<file path="src/hdl/cu_pkg.sv">
// compute unit widths, record stride, address helper, payload structs and FSM state enums
`default_nettype none

package cu_pkg;

	////////////////////////////////////////
	// widths and record layout
	////////////////////////////////////////

	localparam int VERTEX_ID_BITS  = 16;
	localparam int ADDR_BITS       = 32;
	localparam int DEGREE_BITS     = 16;
	localparam int EDGE_COUNT_BITS = 32;
	// one word per vertex, both in the degree array and in the result array
	localparam int VERTEX_STRIDE   = 4;

	typedef logic [VERTEX_ID_BITS-1:0]  vertex_id_t;
	typedef logic [ADDR_BITS-1:0]       addr_t;
	typedef logic [DEGREE_BITS-1:0]     degree_t;
	typedef logic [EDGE_COUNT_BITS-1:0] edge_count_t;

	////////////////////////////////////////
	// payloads
	////////////////////////////////////////

	typedef struct packed {
		vertex_id_t num_vertices;
		addr_t      vertex_base;
		addr_t      result_base;
	} cu_config_t;

	typedef struct packed {
		vertex_id_t vertex_id;
		addr_t      addr;
	} rd_cmd_t;

	typedef struct packed {
		vertex_id_t vertex_id;
		degree_t    degree;
	} rd_rsp_t;

	typedef struct packed {
		vertex_id_t vertex_id;
		degree_t    degree;
	} vertex_job_t;

	typedef struct packed {
		addr_t      addr;
		vertex_id_t vertex_id;
		degree_t    degree;
	} wr_cmd_t;

	typedef struct packed {
		vertex_id_t  vertices_done;
		edge_count_t edges_done;
	} cu_return_t;

	////////////////////////////////////////
	// state machines
	////////////////////////////////////////

	typedef enum logic [2:0] {
		SRC_IDLE,
		SRC_RD_REQ,
		SRC_RD_REL,
		SRC_RSP_WAIT,
		SRC_RSP_PUSH,
		SRC_RSP_REL
	} source_state_t;

	typedef enum logic [1:0] {
		WR_IDLE,
		WR_REQ,
		WR_REL
	} write_state_t;

	// address of the record that belongs to one vertex
	function automatic addr_t record_addr(input addr_t base, input vertex_id_t id);
		return base + addr_t'(id) * addr_t'(VERTEX_STRIDE);
	endfunction

endpackage

`default_nettype wire

</file>
<file path="src/hdl/vertex_job_source.sv">
// vertex job source, reads degree records in id order and pushes nonzero-degree jobs
`default_nettype none
`timescale 1ns/1ps

module vertex_job_source
	import cu_pkg::*;
(
	input  wire              clock,
	input  wire              rstn,
	input  wire              start,
	input  wire cu_config_t  cfg,
	input  wire              rd_ack,
	input  wire              rsp_req,
	input  wire rd_rsp_t     rd_rsp,
	input  wire              push_ready,
	output logic             rd_req,
	output rd_cmd_t          rd_cmd,
	output logic             rsp_ack,
	output logic             push_valid,
	output vertex_job_t      push_job,
	output vertex_id_t       filtered_count
);

	source_state_t state;
	vertex_id_t    next_id;
	vertex_id_t    following_id;
	vertex_id_t    issue_id;
	logic          issue_read;
	logic          take_rsp;

	assign following_id = next_id + vertex_id_t'(1);

	// a new read starts from idle, or right when the previous response is released
	assign issue_read = (state == SRC_IDLE && start && next_id < cfg.num_vertices) ||
		(state == SRC_RSP_REL && !rsp_req && following_id < cfg.num_vertices);
	assign issue_id   = (state == SRC_IDLE) ? next_id : following_id;
	assign take_rsp   = (state == SRC_RSP_WAIT) && rsp_req;

	always_ff @(posedge clock or negedge rstn) begin
		if (!rstn) begin
			state          <= SRC_IDLE;
			next_id        <= '0;
			rd_req         <= 1'b0;
			rsp_ack        <= 1'b0;
			push_valid     <= 1'b0;
			filtered_count <= '0;
		end else begin
			case (state)
				SRC_IDLE: begin
					if (issue_read) begin
						rd_req <= 1'b1;
						state  <= SRC_RD_REQ;
					end
				end
				SRC_RD_REQ: begin
					if (rd_ack) begin
						rd_req <= 1'b0;
						state  <= SRC_RD_REL;
					end
				end
				SRC_RD_REL: begin
					if (!rd_ack) begin
						state <= SRC_RSP_WAIT;
					end
				end
				SRC_RSP_WAIT: begin
					if (take_rsp) begin
						// zero degree, nothing to write for this vertex
						if (rd_rsp.degree == '0) begin
							filtered_count <= filtered_count + vertex_id_t'(1);
							rsp_ack        <= 1'b1;
							state          <= SRC_RSP_REL;
						end else begin
							push_valid <= 1'b1;
							state      <= SRC_RSP_PUSH;
						end
					end
				end
				SRC_RSP_PUSH: begin
					// a full queue holds the response unacknowledged
					if (push_ready) begin
						push_valid <= 1'b0;
						rsp_ack    <= 1'b1;
						state      <= SRC_RSP_REL;
					end
				end
				SRC_RSP_REL: begin
					if (!rsp_req) begin
						rsp_ack <= 1'b0;
						next_id <= following_id;
						if (issue_read) begin
							rd_req <= 1'b1;
							state  <= SRC_RD_REQ;
						end else begin
							state <= SRC_IDLE;
						end
					end
				end
				default: state <= SRC_IDLE;
			endcase
		end
	end

	always_ff @(posedge clock) begin
		if (issue_read) begin
			rd_cmd <= '{vertex_id: issue_id, addr: record_addr(cfg.vertex_base, issue_id)};
		end
		if (take_rsp) begin
			push_job <= '{vertex_id: rd_rsp.vertex_id, degree: rd_rsp.degree};
		end
	end

	// read request is held until memory acknowledges it
	assert property (@(posedge clock) disable iff (!rstn) rd_req && !rd_ack |=> rd_req)
		else $error("rd_req dropped before rd_ack");

endmodule

`default_nettype wire

</file>
<file path="src/hdl/vertex_job_queue.sv">
// vertex job FIFO between the job source and the write unit
`default_nettype none
`timescale 1ns/1ps

module vertex_job_queue
	import cu_pkg::*;
#(
	parameter int QUEUE_DEPTH = 4
) (
	input  wire              clock,
	input  wire              rstn,
	input  wire              push_valid,
	input  wire vertex_job_t push_job,
	input  wire              pop_ready,
	output logic             push_ready,
	output logic             pop_valid,
	output vertex_job_t      pop_job
);

	localparam int PTR_BITS   = (QUEUE_DEPTH > 1) ? $clog2(QUEUE_DEPTH) : 1;
	localparam int COUNT_BITS = $clog2(QUEUE_DEPTH + 1);

	vertex_job_t           mem [QUEUE_DEPTH];
	logic [PTR_BITS-1:0]   wr_ptr;
	logic [PTR_BITS-1:0]   rd_ptr;
	logic [COUNT_BITS-1:0] count;
	logic                  do_push;
	logic                  do_pop;

	assign push_ready = (count != COUNT_BITS'(QUEUE_DEPTH));
	assign pop_valid  = (count != '0);
	assign pop_job    = mem[rd_ptr];
	assign do_push    = push_valid && push_ready;
	assign do_pop     = pop_valid && pop_ready;

	always_ff @(posedge clock or negedge rstn) begin
		if (!rstn) begin
			wr_ptr <= '0;
			rd_ptr <= '0;
			count  <= '0;
		end else begin
			if (do_push) begin
				wr_ptr <= (wr_ptr == PTR_BITS'(QUEUE_DEPTH - 1)) ? '0 : wr_ptr + 1'b1;
			end
			if (do_pop) begin
				rd_ptr <= (rd_ptr == PTR_BITS'(QUEUE_DEPTH - 1)) ? '0 : rd_ptr + 1'b1;
			end
			// occupancy moves only when exactly one side fires
			if (do_push && !do_pop) begin
				count <= count + 1'b1;
			end else if (do_pop && !do_push) begin
				count <= count - 1'b1;
			end
		end
	end

	always_ff @(posedge clock) begin
		if (do_push) begin
			mem[wr_ptr] <= push_job;
		end
	end

	// while full, the offered job stays offered and unchanged
	assert property (@(posedge clock) disable iff (!rstn)
		!push_ready && push_valid |=> push_valid && $stable(push_job))
		else $error("job changed or withdrawn while queue full");

	// leaving empty, the head is the job that was just pushed
	assert property (@(posedge clock) disable iff (!rstn)
		!pop_valid |=> !pop_valid || pop_job == $past(push_job))
		else $error("queue head differs from pushed job");

endmodule

`default_nettype wire

</file>
<file path="src/hdl/vertex_write_unit.sv">
// vertex write unit, pops jobs, writes result records and counts vertices and edges done
`default_nettype none
`timescale 1ns/1ps

module vertex_write_unit
	import cu_pkg::*;
(
	input  wire              clock,
	input  wire              rstn,
	input  wire              start,
	input  wire addr_t       result_base,
	input  wire              pop_valid,
	input  wire vertex_job_t pop_job,
	input  wire              wr_ack,
	output logic             pop_ready,
	output logic             wr_req,
	output wr_cmd_t          wr_cmd,
	output vertex_id_t       vertices_done,
	output edge_count_t      edges_done
);

	write_state_t state;
	logic         take_job;

	// one write in flight, so a slow wr_ack holds the queue
	assign pop_ready = start && (state == WR_IDLE);
	assign take_job  = pop_valid && pop_ready;

	always_ff @(posedge clock or negedge rstn) begin
		if (!rstn) begin
			state         <= WR_IDLE;
			wr_req        <= 1'b0;
			vertices_done <= '0;
			edges_done    <= '0;
		end else begin
			case (state)
				WR_IDLE: begin
					if (take_job) begin
						wr_req <= 1'b1;
						state  <= WR_REQ;
					end
				end
				WR_REQ: begin
					if (wr_ack) begin
						wr_req <= 1'b0;
						state  <= WR_REL;
					end
				end
				WR_REL: begin
					// counted once the write handshake is fully released
					if (!wr_ack) begin
						vertices_done <= vertices_done + vertex_id_t'(1);
						edges_done    <= edges_done + edge_count_t'(wr_cmd.degree);
						state         <= WR_IDLE;
					end
				end
				default: state <= WR_IDLE;
			endcase
		end
	end

	always_ff @(posedge clock) begin
		if (take_job) begin
			wr_cmd <= '{
				addr:      record_addr(result_base, pop_job.vertex_id),
				vertex_id: pop_job.vertex_id,
				degree:    pop_job.degree
			};
		end
	end

	// write payload holds while the request is up
	assert property (@(posedge clock) disable iff (!rstn) wr_req |=> !wr_req || $stable(wr_cmd))
		else $error("wr_cmd changed while wr_req high");

endmodule

`default_nettype wire

</file>
<file path="src/hdl/cu_control.sv">
// compute unit control top, config capture, start, done detection and job pipeline
`default_nettype none
`timescale 1ns/1ps

module cu_control
	import cu_pkg::*;
#(
	parameter int QUEUE_DEPTH = 4
) (
	input  wire              clock,
	input  wire              rstn,
	input  wire              enable,
	input  wire cu_config_t  cfg_in,
	input  wire              rd_ack,
	input  wire              rsp_req,
	input  wire rd_rsp_t     rd_rsp,
	input  wire              wr_ack,
	output logic             rd_req,
	output rd_cmd_t          rd_cmd,
	output logic             rsp_ack,
	output logic             wr_req,
	output wr_cmd_t          wr_cmd,
	output logic             done,
	output cu_return_t       cu_return
);

	cu_config_t              cfg_q;
	logic                    cfg_ready;
	logic                    start;
	logic                    push_valid;
	logic                    push_ready;
	vertex_job_t             push_job;
	logic                    pop_valid;
	logic                    pop_ready;
	vertex_job_t             pop_job;
	vertex_id_t              filtered_count;
	vertex_id_t              vertices_done;
	edge_count_t             edges_done;
	logic [VERTEX_ID_BITS:0] handled_count;

	////////////////////////////////////////
	// configuration and start
	////////////////////////////////////////

	// a zero field leaves the captured value alone
	always_ff @(posedge clock or negedge rstn) begin
		if (!rstn) begin
			cfg_q <= '0;
		end else if (enable) begin
			if (cfg_in.num_vertices != '0) begin
				cfg_q.num_vertices <= cfg_in.num_vertices;
			end
			if (cfg_in.vertex_base != '0) begin
				cfg_q.vertex_base <= cfg_in.vertex_base;
			end
			if (cfg_in.result_base != '0) begin
				cfg_q.result_base <= cfg_in.result_base;
			end
		end
	end

	assign cfg_ready = (cfg_q.num_vertices != '0) && (cfg_q.vertex_base != '0) &&
		(cfg_q.result_base != '0);

	// captured fields never return to zero, so start stays set once raised
	always_ff @(posedge clock or negedge rstn) begin
		if (!rstn) begin
			start <= 1'b0;
		end else begin
			start <= cfg_ready;
		end
	end

	////////////////////////////////////////
	// done and return value
	////////////////////////////////////////

	assign handled_count = {1'b0, vertices_done} + {1'b0, filtered_count};

	always_ff @(posedge clock or negedge rstn) begin
		if (!rstn) begin
			done      <= 1'b0;
			cu_return <= '0;
		end else begin
			cu_return <= '{vertices_done: vertices_done, edges_done: edges_done};
			if (start && handled_count == {1'b0, cfg_q.num_vertices}) begin
				done <= 1'b1;
			end
		end
	end

	// all vertices accounted for means no handshake is still open
	assert property (@(posedge clock) disable iff (!rstn) done |-> !rd_req && !wr_req)
		else $error("done raised with a request outstanding");

	////////////////////////////////////////
	// job pipeline
	////////////////////////////////////////

	vertex_job_source source_i (
		.clock          (clock),
		.rstn           (rstn),
		.start          (start),
		.cfg            (cfg_q),
		.rd_ack         (rd_ack),
		.rsp_req        (rsp_req),
		.rd_rsp         (rd_rsp),
		.push_ready     (push_ready),
		.rd_req         (rd_req),
		.rd_cmd         (rd_cmd),
		.rsp_ack        (rsp_ack),
		.push_valid     (push_valid),
		.push_job       (push_job),
		.filtered_count (filtered_count)
	);

	vertex_job_queue #(
		.QUEUE_DEPTH (QUEUE_DEPTH)
	) queue_i (
		.clock      (clock),
		.rstn       (rstn),
		.push_valid (push_valid),
		.push_job   (push_job),
		.pop_ready  (pop_ready),
		.push_ready (push_ready),
		.pop_valid  (pop_valid),
		.pop_job    (pop_job)
	);

	vertex_write_unit write_i (
		.clock         (clock),
		.rstn          (rstn),
		.start         (start),
		.result_base   (cfg_q.result_base),
		.pop_valid     (pop_valid),
		.pop_job       (pop_job),
		.wr_ack        (wr_ack),
		.pop_ready     (pop_ready),
		.wr_req        (wr_req),
		.wr_cmd        (wr_cmd),
		.vertices_done (vertices_done),
		.edges_done    (edges_done)
	);

endmodule

`default_nettype wire

</file>
<file path="config.mk">
export PLATFORM = sky130hd
export DESIGN_NAME = cu_control
export DESIGN_NICKNAME = d
export VERILOG_FILES = /design/src/hdl/cu_pkg.sv /design/src/hdl/vertex_job_source.sv /design/src/hdl/vertex_job_queue.sv /design/src/hdl/vertex_write_unit.sv /design/src/hdl/cu_control.sv
export SDC_FILE = /design/constraint.sdc
export NUM_CORES = 1
export LEC_CHECK = 0
export BUFFER_PORTS_ARGS = -buffer_cell sky130_fd_sc_hd__buf_2
export CAP_MARGIN = 20
export CORE_MARGIN = 10
export CORE_UTILIZATION = 63
export CTS_CLUSTER_SIZE = 24
export DETAILED_ROUTE_END_ITERATION = 10
export PLACE_DENSITY = 0.86
export SLEW_MARGIN = 0
export SYNTH_ARGS = -nofsm -noshare
export SYNTH_HDL_FRONTEND = slang
export SYNTH_SLANG_ARGS = --single-unit
export TNS_END_PERCENT = 10
</file>
<file path="constraint.sdc">
create_clock -name clock -period 11.6 [get_ports clock]
set_input_delay 1.16 -clock clock [delete_from_list [all_inputs] [get_ports clock]]
set_output_delay 1.16 -clock clock [all_outputs]
set_load 0.02 [all_outputs]
</file>
==> results, run 1 <==
- The flow ran to the end, and the final reports show no timing, DRC or antenna violations.
- The synthesized instance count is between 1500 and 2000.
- The count of filler cells inserted in the layout is about 2200.
- At the worst endpoint, the required time is ~12 ns.
- Max-cap violations in this run came to 0.
- The ratio of cells with drive above 1 in the final layout is 25.4%.
- The half-perimeter wire length of the detailed placement result is 39200 um.
- The final setup skew is between 0.01 and 0.015 ns.
- In this design, the stage delay of the slowest critical-path cell is 0.60 ns.
- The global-route wire length before repair is about 85000 um.
- The largest buffer count on any clock path is 3.
- The type of the tightest min-delay check is register to register.
- The first detailed-routing pass took 5 iterations.
- Power spread over the standard cell area amounts to about 260 mW/mm^2.
- In this run, post-CTS repair resized a total of 0 instances.
- Summed over all nets, the switching power comes to 2520 uW.
- The average instance in the mapped netlist occupies 13.6 um^2.
- Summing all placed instances gives a cell area of 0.0244 mm^2.
- The floorplan step defined a die boundary enclosing about 0.044 mm^2.
- After the last flow step, the layout net total stands at approximately 2200.
- The part of the power in the clock network is roughly 23%.
- Clock latency on the worst-skew pair, taken at its later pin, is roughly 0.59 ns.
- The startpoint of the tightest hold check path is write_i.edges_done[31].
- In this run the cell area of the synthesized design comes to 0.0225 mm^2.
- The critical register-to-register path startpoint is queue_i.rd_ptr[0].
- Once the floorplan was initialized, standard cells occupied 63.5% of the core.
- The library cell used most frequently in the layout, excluding fill and tap cells, is sky130_fd_sc_hd__buf_2.
- The detailed-route wire length per cell is 22.1 um.
- The critical path class is register to register.
- The number of top-level pins is 282.
- The area growth from synthesis to layout is 15.9%.
- For the worst setup path, the data arrival time is 4.58 ns.
- The post-CTS setup-driven buffer insertion count is 0.
- The die boundary height is 209 um.
- The top achievable clock speed is 236 MHz.
- For this design, the slowest cell found on the critical path is sky130_fd_sc_hd__mux4_2.
- The peak supply drop is between 0.2 and 0.25 mV.
- The kind of capture point of the worst setup path is a register.
- The internal power is 4360 uW.
- The setup slack after placement is just over 7 ns.
- TritonCTS built the clock tree.
- The leakage component of the power is roughly 0.011 uW.
- The number of buffers added by the clock tree synthesis step is 48.
- The number of nets with antenna violations after detailed routing is 0.
- The synthesized design contains 498 register bits.
- The congestion estimate from routability-driven global placement came to around 0.91.
- In the routed design, unresolved DRC markers number 0.
- The launching element type of the critical path is a register.
- The final design instance area without fill is 0.0261 mm^2.
- For the pin with the worst max-slew slack, the measured transition is 1.11 ns.
- The post-route worst hold slack is slightly above 0.4 ns.
- The count of final max-slew check failures is 0.
- The final number of hold-violating endpoints is 0.
- The final route contains 14654 vias.
- The main flop type after synthesis is sky130_fd_sc_hd__edfxtp_1.
- The count of buffers added on input and output ports is 281.
- The routed design has 54500 um of wire.
- The share of flip-flops with an asynchronous set or reset after synthesis is 45.4%.
- The final-layout setup total negative slack is 0 ns.
- The number of DRC markers in iteration 0 is 1089.
- Yosys mapped a number of flops with a built-in enable equal to 272.
- The cell sitting at the root of the clock tree is a sky130_fd_sc_hd__clkbuf_16.
- The total area inside the core boundary comes to ~0.035 mm^2.
- The count of different cell masters after synthesis is 80.
- During synthesis, Yosys emitted a total of 0 warnings.
- Global routing finished with a remaining overflow of 0.
- The kind of cell adding the most delay to the critical path is compound AO/OA/AOI/OAI gates.
- Setup repair after global routing left no endpoint under its margin.
- The number of buffers and inverters on the critical path is 2.
- The number of H-tree levels is 2.
- The floorplan die width is 209 um.
- The initial antenna violation count came to 3.
- Dividing the detail-routed via count by the number of cells gives 5.94.
- Combinational logic burns 35.4% of the power.
- Entering global routing, the biggest net connects 140 pins.
- Walking the worst path, the cells encountered are buf_4 -> mux4_2 -> ha_1 -> inv_1 -> fa_1 -> and2b_2 -> o21ai_0 -> a21boi_2 -> o21ai_0 -> a31oi_1 -> o21ai_2 -> and2b_2 -> xor2_1.
- The largest fanout of any net on the critical path is 35.
- Clock-pin slew was measured on the worst setup and hold paths at around 0.06 ns.
- The row count is just under 70.
- The setup violation total in the final timing report is 0.
- The total global-route track usage is 24.6%.
- The number of global-route vias before repair was 15106.
- The number of nets produced by synthesis is 1884.
- The portion of the post-synthesis area used by sequential elements is 61.5%.
- Of the total power, registers draw a little over two fifths.
- The top cell types in the final layout, fill and taps aside, are 280 x sky130_fd_sc_hd__buf_2, 272 x sky130_fd_sc_hd__edfxtp_1, 225 x sky130_fd_sc_hd__dfrtp_1, 132 x sky130_fd_sc_hd__nand2_1, 106 x sky130_fd_sc_hd__xnor2_1.
- After layout, the worst path uses 36.6% of the clock period.
- The worst relative slew slack is 25.8%.
- The switching power share of the total is 36.6%.
- The routed design could run at a clock period as short as approximately 4.2 ns.
- Counting every sink on the clock net gives 498.
- Setup slack closes at 7.36 ns.
- For this design, the CTS-stage hold fixing added 0 buffers.
- The most critical setup path has its startpoint at queue_i.rd_ptr[0].
==> sequential cells by signal, summed over array words and instances, names as in the netlist, 3 cells and up <==
signal and cells:
source_i.push_job 32, write_i.edges_done 32, write_i.wr_cmd 64, queue_i.mem 128
cu_return 48, queue_i.count 3, source_i.rd_cmd 48, source_i.next_id 16
cfg_q 80, write_i.vertices_done 16, source_i.state 3, source_i.filtered_count 16
==> per-layer routing <==
metal / part of all wire (%) / routed length (um) / vias to the layer above / GRT usage (%)
met5: 0.048 / 26 / - / 0
met3: 7.6 / 4150 / 123 / 5.38
met2: 48 / 26200 / 577 / 40.0
li1: - / - / 6708 / -
met4: 3.3 / 1820 / 4 / 9.35
met1: 41 / 22300 / 7242 / 32.0
==> layout make-up <==
type                    instances  area, um^2  share of cell area (%)
flip-flops and latches        498       13800                    53.1
multi-input cells            1068        8290                    31.8
repair buffers                295        1550                    5.96
clock buffers                  64        1330                    5.11
well taps                     461         577                    2.21
clock inverters                26         274                    1.05
inverters                      52         195                   0.749
diodes                          1        2.50                 0.00961
==> worst register-to-register path, delay by kind of cell, from the launching register on <==
| family | cells | cell delay, ns |
|---|---|---|
| compound gates | 5 | 1.36 |
| mux | 1 | 0.63 |
| buf+inv | 2 | 0.61 |
| simple gates | 2 | 0.49 |
| fa+ha+maj | 2 | 0.43 |
| flops | 1 | 0.35 |
| xor+xnor | 1 | 0.14 |
==> metrics by stage <==
| stage | power (uW) | util (%) | cells |
|---|---|---|---|
| floorplan | 4460 | - | 1658 |
| global placement | 5180 | 68.9 | 2372 |
| detailed placement | 5290 | 68.9 | 2372 |
| CTS | 6900 | 73.5 | 2462 |
| global route | 7210 | 73.6 | 2465 |
| finish | 6890 | 73.6 | 2465 |
==> Yosys cell counts (all sizes together), types with 22 or more instances <==
cell type,instances,share of area (%)
nand2b,22,0.61
ha,103,5.7
nand2,132,2.2
a21oi,42,0.95
edfxtp,272,36
nor2,97,1.7
xnor2,106,4.1
o21ai,70,1.6
xor2,76,3.0
clkbuf,28,0.47
inv,52,0.87
dfrtp,226,25
mux4,32,3.2
nand3,36,0.85
mux2,66,3.3
nor4,51,1.4
nand4,33,0.92
==> power groups by stage <==
stage / clock [uW] / combinational, uW / sequential (uW)
after floorplan: 0 / 1370 / 3080
after global placement: 0 / 2330 / 2850
after detailed placement: 0 / 2400 / 2890
after CTS: 1590 / 2440 / 2870
after global routing: 1660 / 2640 / 2910
final: 1570 / 2440 / 2880
==> worst paths after layout <==
kind,to,slack [ns],depth (start not counted)
max,write_i.wr_cmd[58],7.36,13
min,cu_return[31],0.40,0
max reg2reg,write_i.wr_cmd[58],7.36,13
min reg2reg,cu_return[31],0.40,0
max in group asynchronous,cfg_q[21],9.54,3
min in group asynchronous,write_i.vertices_done[13],0.66,1
==> logic make-up after synthesis <==
group,Yosys count,synth area share [%]
buffers and inverters,92,1.60
AND/OR/NAND/NOR,460,10.4
multiplexers,103,6.74
adder cells (fa/ha/maj),108,6.18
XOR/XNOR,182,7.09
flip-flops,498,61.5
AO/OA/AOI/OAI,215,6.44
(Power assumes the default switching activity.)
==> run 2: changes to the inputs <==
--- a/config.mk
+++ b/config.mk
@@ -5,13 +5,14 @@
 export SDC_FILE = /design/constraint.sdc
 export NUM_CORES = 1
 export LEC_CHECK = 0
+export ABC_AREA = 1
 export BUFFER_PORTS_ARGS = -buffer_cell sky130_fd_sc_hd__buf_2
 export CAP_MARGIN = 20
 export CORE_MARGIN = 10
-export CORE_UTILIZATION = 63
+export CORE_UTILIZATION = 59
 export CTS_CLUSTER_SIZE = 24
 export DETAILED_ROUTE_END_ITERATION = 10
-export PLACE_DENSITY = 0.86
+export PLACE_DENSITY = 0.81
 export SLEW_MARGIN = 0
 export SYNTH_ARGS = -nofsm -noshare
 export SYNTH_HDL_FRONTEND = slang
==> constraint.sdc (replaced) <==
create_clock -name clock -period 4 [get_ports clock]
set_input_delay 0.4 -clock clock [delete_from_list [all_inputs] [get_ports clock]]
set_output_delay 0.4 -clock clock [all_outputs]
set_load 0.02 [all_outputs]
==> run 2 against run 1 <==
Compared with the run above: critical path depth rose by 4; highest routed layer is now met4; non-clock buffer count increased by 35; fmax is 17% higher; largest power group is now combinational cells; via count increased by 26%; sequential power grew to 3.0 times the previous value; register-to-register slack got worse by 7.0 ns; sequential share of layout area fell by 3.5 points; area after synthesis grew 6.5%; die area up 12%; first-iteration DRC count grew 50%; clock-buffer cell count did not move; critical path type unchanged.
==> results, run 2 <==
- The cell total after placement is 3200.
- The worst reg2reg path endpoint is write_i.wr_cmd[54].
- The part of the power in the clock network is 20.0%.
- TritonCTS built the clock tree.
- In this design, the critical path's most frequently occurring cell is sky130_fd_sc_hd__nand2_1.
- The number of global-route vias before repair is 18640.
- The kind of capture point of the worst setup path is a register.
- Ranked by flip-flop count, first place goes to queue_i.mem.
- The final critical-path required period is 3.63 ns.
- For this run, the slowest stage of the critical path takes 0.62 ns.
- The first global-routing pass estimated between 100000 and 150000 um of wire.
- The overall power is 22200 uW.
- The portion of the post-synthesis area used by sequential elements is roughly 58%.
- The final number of hold-violating endpoints is 0.
- Across all register-to-register paths, the minimum setup slack is between 0.3 and 0.4 ns.
- At the later pin of the worst-skew pair, clock insertion delay measures 0.60 ns.
- The via count is 18506.
- The largest buffer count on any clock path is 3.
- After detailed routing, the met3 layer carries between 3000 and 4000 um of wire.
- The register with the most flip-flops in the layout has approximately 130 of them.
- Relative to the synthesized area, the layout overhead comes to 16.6%.
- The number of H-tree levels is 2.
- The number of enable flip-flop cells after synthesis is 272.
- Measured along the y axis, the die boundary spans 221 um.
- The final cell count without fillers is 3323.
- After detailed routing, the average wire length per cell comes to roughly 19 um.
- The startpoint of the tightest hold check path is rd_rsp[10].
- The launching element type of the critical path is a register.
- At the pin with the least slew margin, the transition time is 1.08 ns.
- The tool flagged a number of max-cap violations equal to 0.
- During synthesis, Yosys emitted a total of 0 warnings.
- The critical register-to-register path startpoint is queue_i.rd_ptr[0].
- The worst relative slew slack is 27.9%.
- Of the total power, combinational logic draws 41.5%.
- Dividing total power by cell area gives a power density of 794 mW/mm^2.
- Once detailed placement completed, the half-perimeter wirelength came to about 46000 um.
- The fraction of post-synthesis cell area in the top cell type by area is 34.1%.
- The count of nets after finishing is between 2000 and 3000.
- The switching power share of the total is 41.5%.
- The number of buffers added by the clock tree synthesis step is 50.
- The number of nets with antenna violations after detailed routing is 0.
- The count of different cell masters after synthesis is 53.
- Data on the critical path arrives at its endpoint at 3.99 ns.
- The worst path meets setup with 0.374 ns of slack.
- Of all flip-flops after synthesis, the portion carrying an async set or reset was between 40% and 50%.
- Synthesis inferred 498 register bits.
- The final design instance area without fill is approximately 0.028 mm^2.
- The clock tree root driver cell is sky130_fd_sc_hd__clkbuf_16.
- The setup slack after placement is 0.461 ns.
- The most frequent standard cell in the layout excluding fill and tap cells is sky130_fd_sc_hd__nand2_1.
- The mean area per synthesized cell is just under 10 um^2.
- Summed over all layers, the routed wires come to 63300 um.
- Summed over all nets, wire length on met2 after detailed routing comes to between 30000 and 40000 um.
- Yosys attributes the largest share of cell area to sky130_fd_sc_hd__edfxtp_1 34%, sky130_fd_sc_hd__dfrtp_1 24%, sky130_fd_sc_hd__nand2_1 8.0%.
- The portion of total power attributed to sequential cells is 38.5%.
- The number of port buffers is 281.
- By startpoint and endpoint, the worst setup path is classified as register to register.
- During I/O placement, the number of pins put on the boundary was 282.
- When the netlist entered floorplanning its net count stood at 2647.
- For this run, the top clock speed supported by timing is 276 MHz.
- The type of the tightest min-delay check is primary input to register.
- The top layer used by detailed routing is met4.
- The final worst-path cycle share is 90.6%.
- The total iterations of the first detailed-routing run is 5.
- Summed over all cells, the static leakage comes to 0.0127 uW.
- The met1 wire length is 26000 um.
- Once placement finished, the instance area stood at 0.0260 mm^2.
- The largest net degree at the start of global routing is approximately 100.
- The final setup skew is 0.0196 ns.
- The post-route worst hold slack is 0.0509 ns.
- The die is 221 um wide.
- The setup violation total in the final timing report is 0.
- The synthesized area is 0.0239 mm^2.
- The tree built by TritonCTS fans out to ~500 sinks.
- The synthesized instance count is 2421.
- The initial antenna violation count is 0.
- Setup repair after global routing left no endpoint under its margin.
- The biggest area contributor in the post-synthesis netlist is sky130_fd_sc_hd__edfxtp_1.
- In this run the standard cell core region covers around 0.04 mm^2.
- In the final layout, the registers with the most flip-flops are queue_i.mem: 128 flops, cfg_q: 80 flops, write_i.wr_cmd: 64 flops.
- The floorplan has 73 rows.
- In the final layout, the share of cells above drive strength 1 is 15.2%.
- For this block, the initial DRC count from the detailed router was 1637.
- The largest fanout of any net on the critical path is 36.
- The internal power of the cells totals 13000 uW.
- In the layout the commonest cells are 512 x sky130_fd_sc_hd__nand2_1, 280 x sky130_fd_sc_hd__buf_2, 277 x sky130_fd_sc_hd__inv_1, 272 x sky130_fd_sc_hd__edfxtp_1, 225 x sky130_fd_sc_hd__dfrtp_1.
- STA puts the critical path data required time at 4.36 ns.
- The worst-case reg-to-reg path depth is 17.
- The congestion estimate from routability-driven global placement came to 0.936.
- The total global-route track usage is 25.4%.
- After clock tree synthesis, the clock-pin slew on the worst setup and hold paths is roughly 0.060 ns.
- For this run, design rule violations remaining after detail routing come to 0.
- The cell with the largest stage delay on the worst path is sky130_fd_sc_hd__dfrtp_2.
- The vias per cell is 5.57.
- The initial utilization of the core area, before any placement, comes to 60.0%.
- The post-CTS setup-driven buffer insertion count is 0.
- The die covers roughly 0.049 mm^2.
- The switching component of the power is between 9000 and 10000 uW.
- The main flop type after synthesis is sky130_fd_sc_hd__edfxtp_1.
- The peak supply drop is roughly 0.37 mV.
- The run finished with clean final reports.
- The count of final max-slew check failures is 0.
- The worst-case hold path end point is source_i.push_job[10].
- Traced cell by cell, the critical path runs through clkinv_1 -> buf_4 -> o21ai_0 -> o22ai_1 -> ha_1 -> inv_1 -> fa_1 -> inv_1 -> nand3_1 -> nand2_1 -> nand3_1 -> nand2_1 -> a21oi_1 -> o21ai_2 -> nand2_1 -> nand2_1 -> nand2_1.
- The filler cells instantiated in the layout total 2911.
- Yosys instantiated no cell more often than sky130_fd_sc_hd__nand2_1.
- The cell depth of the worst min-delay path is 1.
- Global routing finished with a remaining overflow of 0.
- Ranked by instance count, the synthesized netlist is headed by 513 x sky130_fd_sc_hd__nand2_1, 279 x sky130_fd_sc_hd__inv_1, 272 x sky130_fd_sc_hd__edfxtp_1.
run 2: cell types whose count changed after synthesis, moves of 32 or more:
cell | previous run | this run
sky130_fd_sc_hd__mux2_2 | 66 | 1
sky130_fd_sc_hd__nand3_1 | 34 | 95
sky130_fd_sc_hd__xnor2_1 | 106 | 49
sky130_fd_sc_hd__a21oi_1 | 41 | 95
sky130_fd_sc_hd__inv_1 | 52 | 279
sky130_fd_sc_hd__mux4_2 | 32 | 0
sky130_fd_sc_hd__nor2_1 | 92 | 199
sky130_fd_sc_hd__nand2_1 | 132 | 513
sky130_fd_sc_hd__o21ai_0 | 64 | 216
run 2: stage by stage:
step	util, %	TNS, ns
CTS	69.7	0
detailed placement	65.2	0
floorplan	-	-0.0199
finish	69.9	0
global placement	65.2	0
global route	69.9	0
run 2: repair_timing:
item / 4_1_cts / 5_1_grt
endpoints found under the hold margin: 124 / 0
resized for setup: 0 / 1
hold buffers: 28 / 0
endpoints found under the setup margin: 0 / 1
run 2: cell type report:
class,count,area [um^2],area share [%]
well taps,525,657,2.35
multi-input cells,1593,8890,31.9
inverters,285,1070,3.83
diodes,1,2.50,0.00897
repair buffers,330,1930,6.91
clock buffers,64,1350,4.82
clock inverters,27,189,0.677
flip-flops and latches,498,13800,49.5
run 2: cells by family (layout without fill, tap and decap cells):
kind of cell,after synthesis,after routing,share of synthesized area [%]
xor+xnor,122,122,4.50
simple gates,968,968,17.7
buf+inv,330,706,5.35
mux,1,1,0.0471
compound gates,394,394,8.82
fa+ha+maj,108,108,5.80
other cells,0,1,0
flops,498,498,57.8
run 2: layer usage:
layer / global-route usage, % / vias to the layer above
met5: 0 / -
met4: 10.0 / 0
met3: 3.92 / 125
met2: 42.9 / 651
met1: 32.1 / 8831
li1: - / 8899
run 2: worst max path at each step:
stage	slack, ns	from	depth (start not counted)	to
2_1_floorplan	-0.02	write_i.state[0]	6	queue_i.count[1]
3_3_place_gp	0.52	source_i.next_id[10]	16	source_i.rd_cmd[23]
3_5_place_dp	0.46	source_i.next_id[0]	18	source_i.rd_cmd[23]
4_1_cts	0.46	queue_i.rd_ptr[0]	17	write_i.wr_cmd[54]
5_1_grt	0.06	source_i.next_id[10]	15	source_i.rd_cmd[23]
6_report	0.37	queue_i.rd_ptr[0]	17	write_i.wr_cmd[54]
run 2: power groups by stage:
stage	sequential, uW	combinational, uW	clock, uW
floorplan	9170	5240	0
global placement	8560	8760	0
detailed placement	8600	8990	0
CTS	8520	9080	4480
global route	8670	10200	4690
finish	8530	9200	4420
run 2: critical path: cells and delay by family, from the launching register on:
kind	cells	cell delay (ns)
and+or+nand+nor	7	0.67
adders and majority gates	2	0.69
DFF	1	0.62
AOI/OAI and AO/OA	4	0.76
buffers and inverters	4	0.63
==> run 3: changes to the inputs <==
--- a/config.mk
+++ b/config.mk
@@ -12,9 +12,10 @@
 export CORE_UTILIZATION = 59
 export CTS_CLUSTER_SIZE = 24
 export DETAILED_ROUTE_END_ITERATION = 10
-export PLACE_DENSITY = 0.81
+export PLACE_DENSITY = 0.8
 export SLEW_MARGIN = 0
 export SYNTH_ARGS = -nofsm -noshare
 export SYNTH_HDL_FRONTEND = slang
+export SYNTH_HIERARCHICAL = 1
 export SYNTH_SLANG_ARGS = --single-unit
 export TNS_END_PERCENT = 10
==> run 3 against run 2 <==
Compared with the run above: fmax increased by 5.2%; register-to-register slack improved by 0.18 ns; sequential power decreased by 3.4%; flip-flop and latch count unchanged; clock-buffer cell count decreased by 2; largest power group is now registers; total power decreased by 2.4%.
==> results, run 3 <==
- The type of the tightest min-delay check is primary input to register.
- The worst reg2reg path endpoint is source_i/rd_cmd[21].
- The startpoint of the tightest hold check path is cfg_in[11].
- The final design instance area without fill is 0.0298 mm^2.
- The total iterations of the first detailed-routing run is 6.
- The worst-case register-to-register setup slack is between 0.5 and 0.6 ns.
- The run finished with clean final reports.
- The top achievable clock speed is 290 MHz.
- queue_i/mem holds more flip-flops than any other register.
- The global-route wire length before repair is 110000 um.
- The die covers about 0.052 mm^2.
- The row count is 76.
- The CTS clock-pin slew for the worst setup and hold paths is approximately 0.060 ns.
- The peak supply drop is a little over 0.6 mV.
- Synthesis instantiated 58 different standard cells from the library.
- The worst-case reg-to-reg path depth is 13.
- The flip-flop and latch count after synthesis is between 400 and 500.
- The global-route congestion overflow total is 0.
- The die is 228 um tall.
- The floorplan die width is 228 um.
- The fraction of post-synthesis cell area in the top cell type by area is 32.0%.
- Counting instances, the worst hold path has a depth of 3.
- The required time of the worst setup path is ~4.4 ns.
- For the worst-skew pair, the clock arrives at the later sink with an insertion delay of 0.64 ns.
- For the final routed database, the setup TNS stands at 0 ns.
- After synthesis the cells add up to between 0.02 and 0.03 mm^2.
- Yosys mapped a number of flops with a built-in enable equal to 272.
- The via count is 20694.
- The number of maximum-capacitance violations is 0.
- The number of nets with antenna violations after detailed routing is 0.
- The largest registers in the layout are queue_i/mem: 128 flops, cfg_q: 80 flops, write_i/wr_cmd: 64 flops.
- The most frequent cell after synthesis is sky130_fd_sc_hd__nand2_1.
- The count of filler cells inserted in the layout is 3273.
- In this run, CTS created clock tree buffers numbering between 50 and 60.
- Each instance of the synthesized netlist takes up on average a little over 9 um^2.
- The initial antenna violation count is 1.
- The count of final max-slew check failures is 0.
- The largest net degree at the start of global routing is 75.
- The critical register-to-register path startpoint is source_i/next_id[1].
- Pin placement for this block handled 282 I/O pins.
- From synthesis to final layout, the design area changed by 16.6%.
- The number of global-route vias before repair was 20541.
- TritonCTS built the clock tree.
- Summing all placed instances gives a cell area of 0.0276 mm^2.
- In the post-synthesis netlist, the biggest area contributors are sky130_fd_sc_hd__edfxtp_1 32%, sky130_fd_sc_hd__dfrtp_1 22%, sky130_fd_sc_hd__nand2_1 13%.
- The critical path class is register to register.
- The slew at the pin closest to its max-slew limit is 1.04 ns.
- For the worst setup path, the data arrival time is around 3.8 ns.
- After detailed routing, the number of remaining DRC violations is 0.
- Among all flip-flop cells after synthesis, the most frequent one is sky130_fd_sc_hd__edfxtp_1.
- The Yosys warning count is 6.
- The routed design has ~70000 um of wire.
- In this run the deepest clock path goes through 3 buffers.
- Counting I/O delays and the setup requirement, the final critical path takes 3.45 ns.
- The clock tree root driver cell is sky130_fd_sc_hd__clkbuf_16.
- The clock tree synthesis step divided the H-tree into 2 levels.
- STA classifies the critical path startpoint as a register.
- Power spread over the standard cell area amounts to 726 mW/mm^2.
- The share of flip-flops with an asynchronous set or reset after synthesis is a little under half.
- The leakage component of the power is 0.0144 uW.
- The weighted congestion at the end of routability-driven global placement is 0.953.
- The cell type with the highest aggregate area in the netlist is sky130_fd_sc_hd__edfxtp_1.
- The final number of hold-violating endpoints is 0.
- The setup violation total in the final timing report is 0.
- The detailed-route wire length per cell is 18.4 um.
- Headroom to the max-slew limit came out at 30.6%.
- The largest fanout of any net on the critical path is 5.
- The total global-route track usage is approximately a quarter.
- In the layout the commonest cells are 890 x sky130_fd_sc_hd__nand2_1, 408 x sky130_fd_sc_hd__inv_1, 280 x sky130_fd_sc_hd__buf_2, 272 x sky130_fd_sc_hd__edfxtp_1, 225 x sky130_fd_sc_hd__dfrtp_1.
- The initial standard-cell utilization of the core is 59.5%.
- The cell count after synthesis came out at 2822.
- The vias per cell is 5.47.
- The core region is 0.0429 mm^2.
- The most frequent standard cell in the layout excluding fill and tap cells is sky130_fd_sc_hd__nand2_1.
- After the first detailed-routing iteration, the DRC count stood at about 1900.
- The half-perimeter wire length of the detailed placement result is 50000 um.
- The commonest cells after synthesis are 891 x sky130_fd_sc_hd__nand2_1, 409 x sky130_fd_sc_hd__inv_1, 272 x sky130_fd_sc_hd__edfxtp_1.
- The number of flip-flops under the largest register name is 128.
- STA classifies the critical path endpoint as a register.
- Across the routed clock network, the largest skew measured is 0.0383 ns.
- The number of instances resized during post-cts repair is 0.
- The path with the worst hold slack has its endpoint at cfg_q[11].
- The ratio of cells with drive above 1 in the final layout is 14.6%.
- The count of nets after finishing is 3380.
- Counting every sink on the clock net gives approximately 500.
- The portion of the post-synthesis area used by sequential elements is 54.1%.
- The number of nets produced by synthesis is 3048.
- Setup repair after global routing left no endpoint under its margin.
- The final worst-path cycle share is between 80% and 90%.
- The number of port buffers is 281.
==> run 3: report_power, final <==
group | internal [uW] | switching, uW | total [uW]
clock | 3000 | 2150 | 5140
sequential | 7270 | 975 | 8240
combinational | 2530 | 5710 | 8240
total | 12800 | 8830 | 21600
==> run 3: cell families after synthesis <==
logic type / count (synthesis) / share of synthesized area, %
AOI/OAI and AO/OA: 267 / 6.34
xor gates and xnor gates: 92 / 3.21
adders and majority gates: 108 / 5.44
buffers and inverters: 470 / 7.28
DFF: 498 / 54.1
and+or+nand+nor: 1387 / 23.6
==> run 3: what timing repair did <==
action,in CTS,in global routing
hold buffers,34,0
hold endpoints to repair,101,0
buffers inserted,0,0
endpoints found under the setup margin,0,0
==> run 3: per-layer routing <==
metal,wire length (um),vias up,GRT usage [%]
li1,-,9893,-
met1,28900,9846,34.2
met2,34000,798,44.1
met3,4550,157,4.12
met4,2230,0,10.0
met5,0,-,0
==> run 3: area by class of cell <==
| class | count | area, um^2 | share of cell area, % |
|---|---|---|---|
| Inverter | 416 | 1560 | 5.24 |
| Antenna cell | 1 | 2.50 | 0.00840 |
| Clock inverter | 34 | 470 | 1.58 |
| Timing Repair Buffer | 333 | 1930 | 6.49 |
| Clock buffer | 62 | 1370 | 4.59 |
| Sequential cell | 498 | 13800 | 46.4 |
| Multi-Input combinational cell | 1854 | 9880 | 33.2 |
| Tap cell | 585 | 732 | 2.46 |
==> run 3: how the worst max path moves through the flow <==
stage | start | endpoint | slack [ns] | cells after the start
floorplan | source_i/next_id[0] | source_i/rd_cmd[0] | 0.46 | 16
global placement | source_i/next_id[0] | source_i/rd_cmd[20] | 0.86 | 17
detailed placement | source_i/next_id[0] | source_i/rd_cmd[21] | 0.71 | 13
CTS | source_i/next_id[0] | source_i/rd_cmd[21] | 0.68 | 13
global route | source_i/next_id[1] | source_i/rd_cmd[21] | 0.24 | 13
finish | source_i/next_id[1] | source_i/rd_cmd[21] | 0.55 | 13
==> run 3: through the flow <==
stage / hold WS [ns] / instances / utilization, % / setup WS (ns) / power (uW)
floorplan: 0.104 / 2822 / - / 0.463 / 13600
global placement: 0.387 / 3650 / 64.3 / 0.857 / 16100
detailed placement: 0.392 / 3651 / 64.3 / 0.711 / 16400
CTS: 0.0148 / 3781 / 69.4 / 0.679 / 21600
global route: 0.0449 / 3783 / 69.4 / 0.238 / 22900
finish: 0.0427 / 3783 / 69.4 / 0.554 / 21600
==> run 3: critical path, stage by stage (launching register included) <==
cell and delay, ns:
sky130_fd_sc_hd__dfrtp_1 0.42, sky130_fd_sc_hd__ha_1 0.24, sky130_fd_sc_hd__nand4_1 0.19, sky130_fd_sc_hd__o21ai_0 0.24, sky130_fd_sc_hd__nand2_1 0.12, sky130_fd_sc_hd__o21ai_0 0.41, sky130_fd_sc_hd__ha_1 0.39, sky130_fd_sc_hd__a21oi_1 0.28
sky130_fd_sc_hd__o21ai_0 0.25, sky130_fd_sc_hd__nand2_1 0.15, sky130_fd_sc_hd__nand2_1 0.06, sky130_fd_sc_hd__nand2_1 0.06, sky130_fd_sc_hd__nand3_1 0.17, sky130_fd_sc_hd__xor2_1 0.21
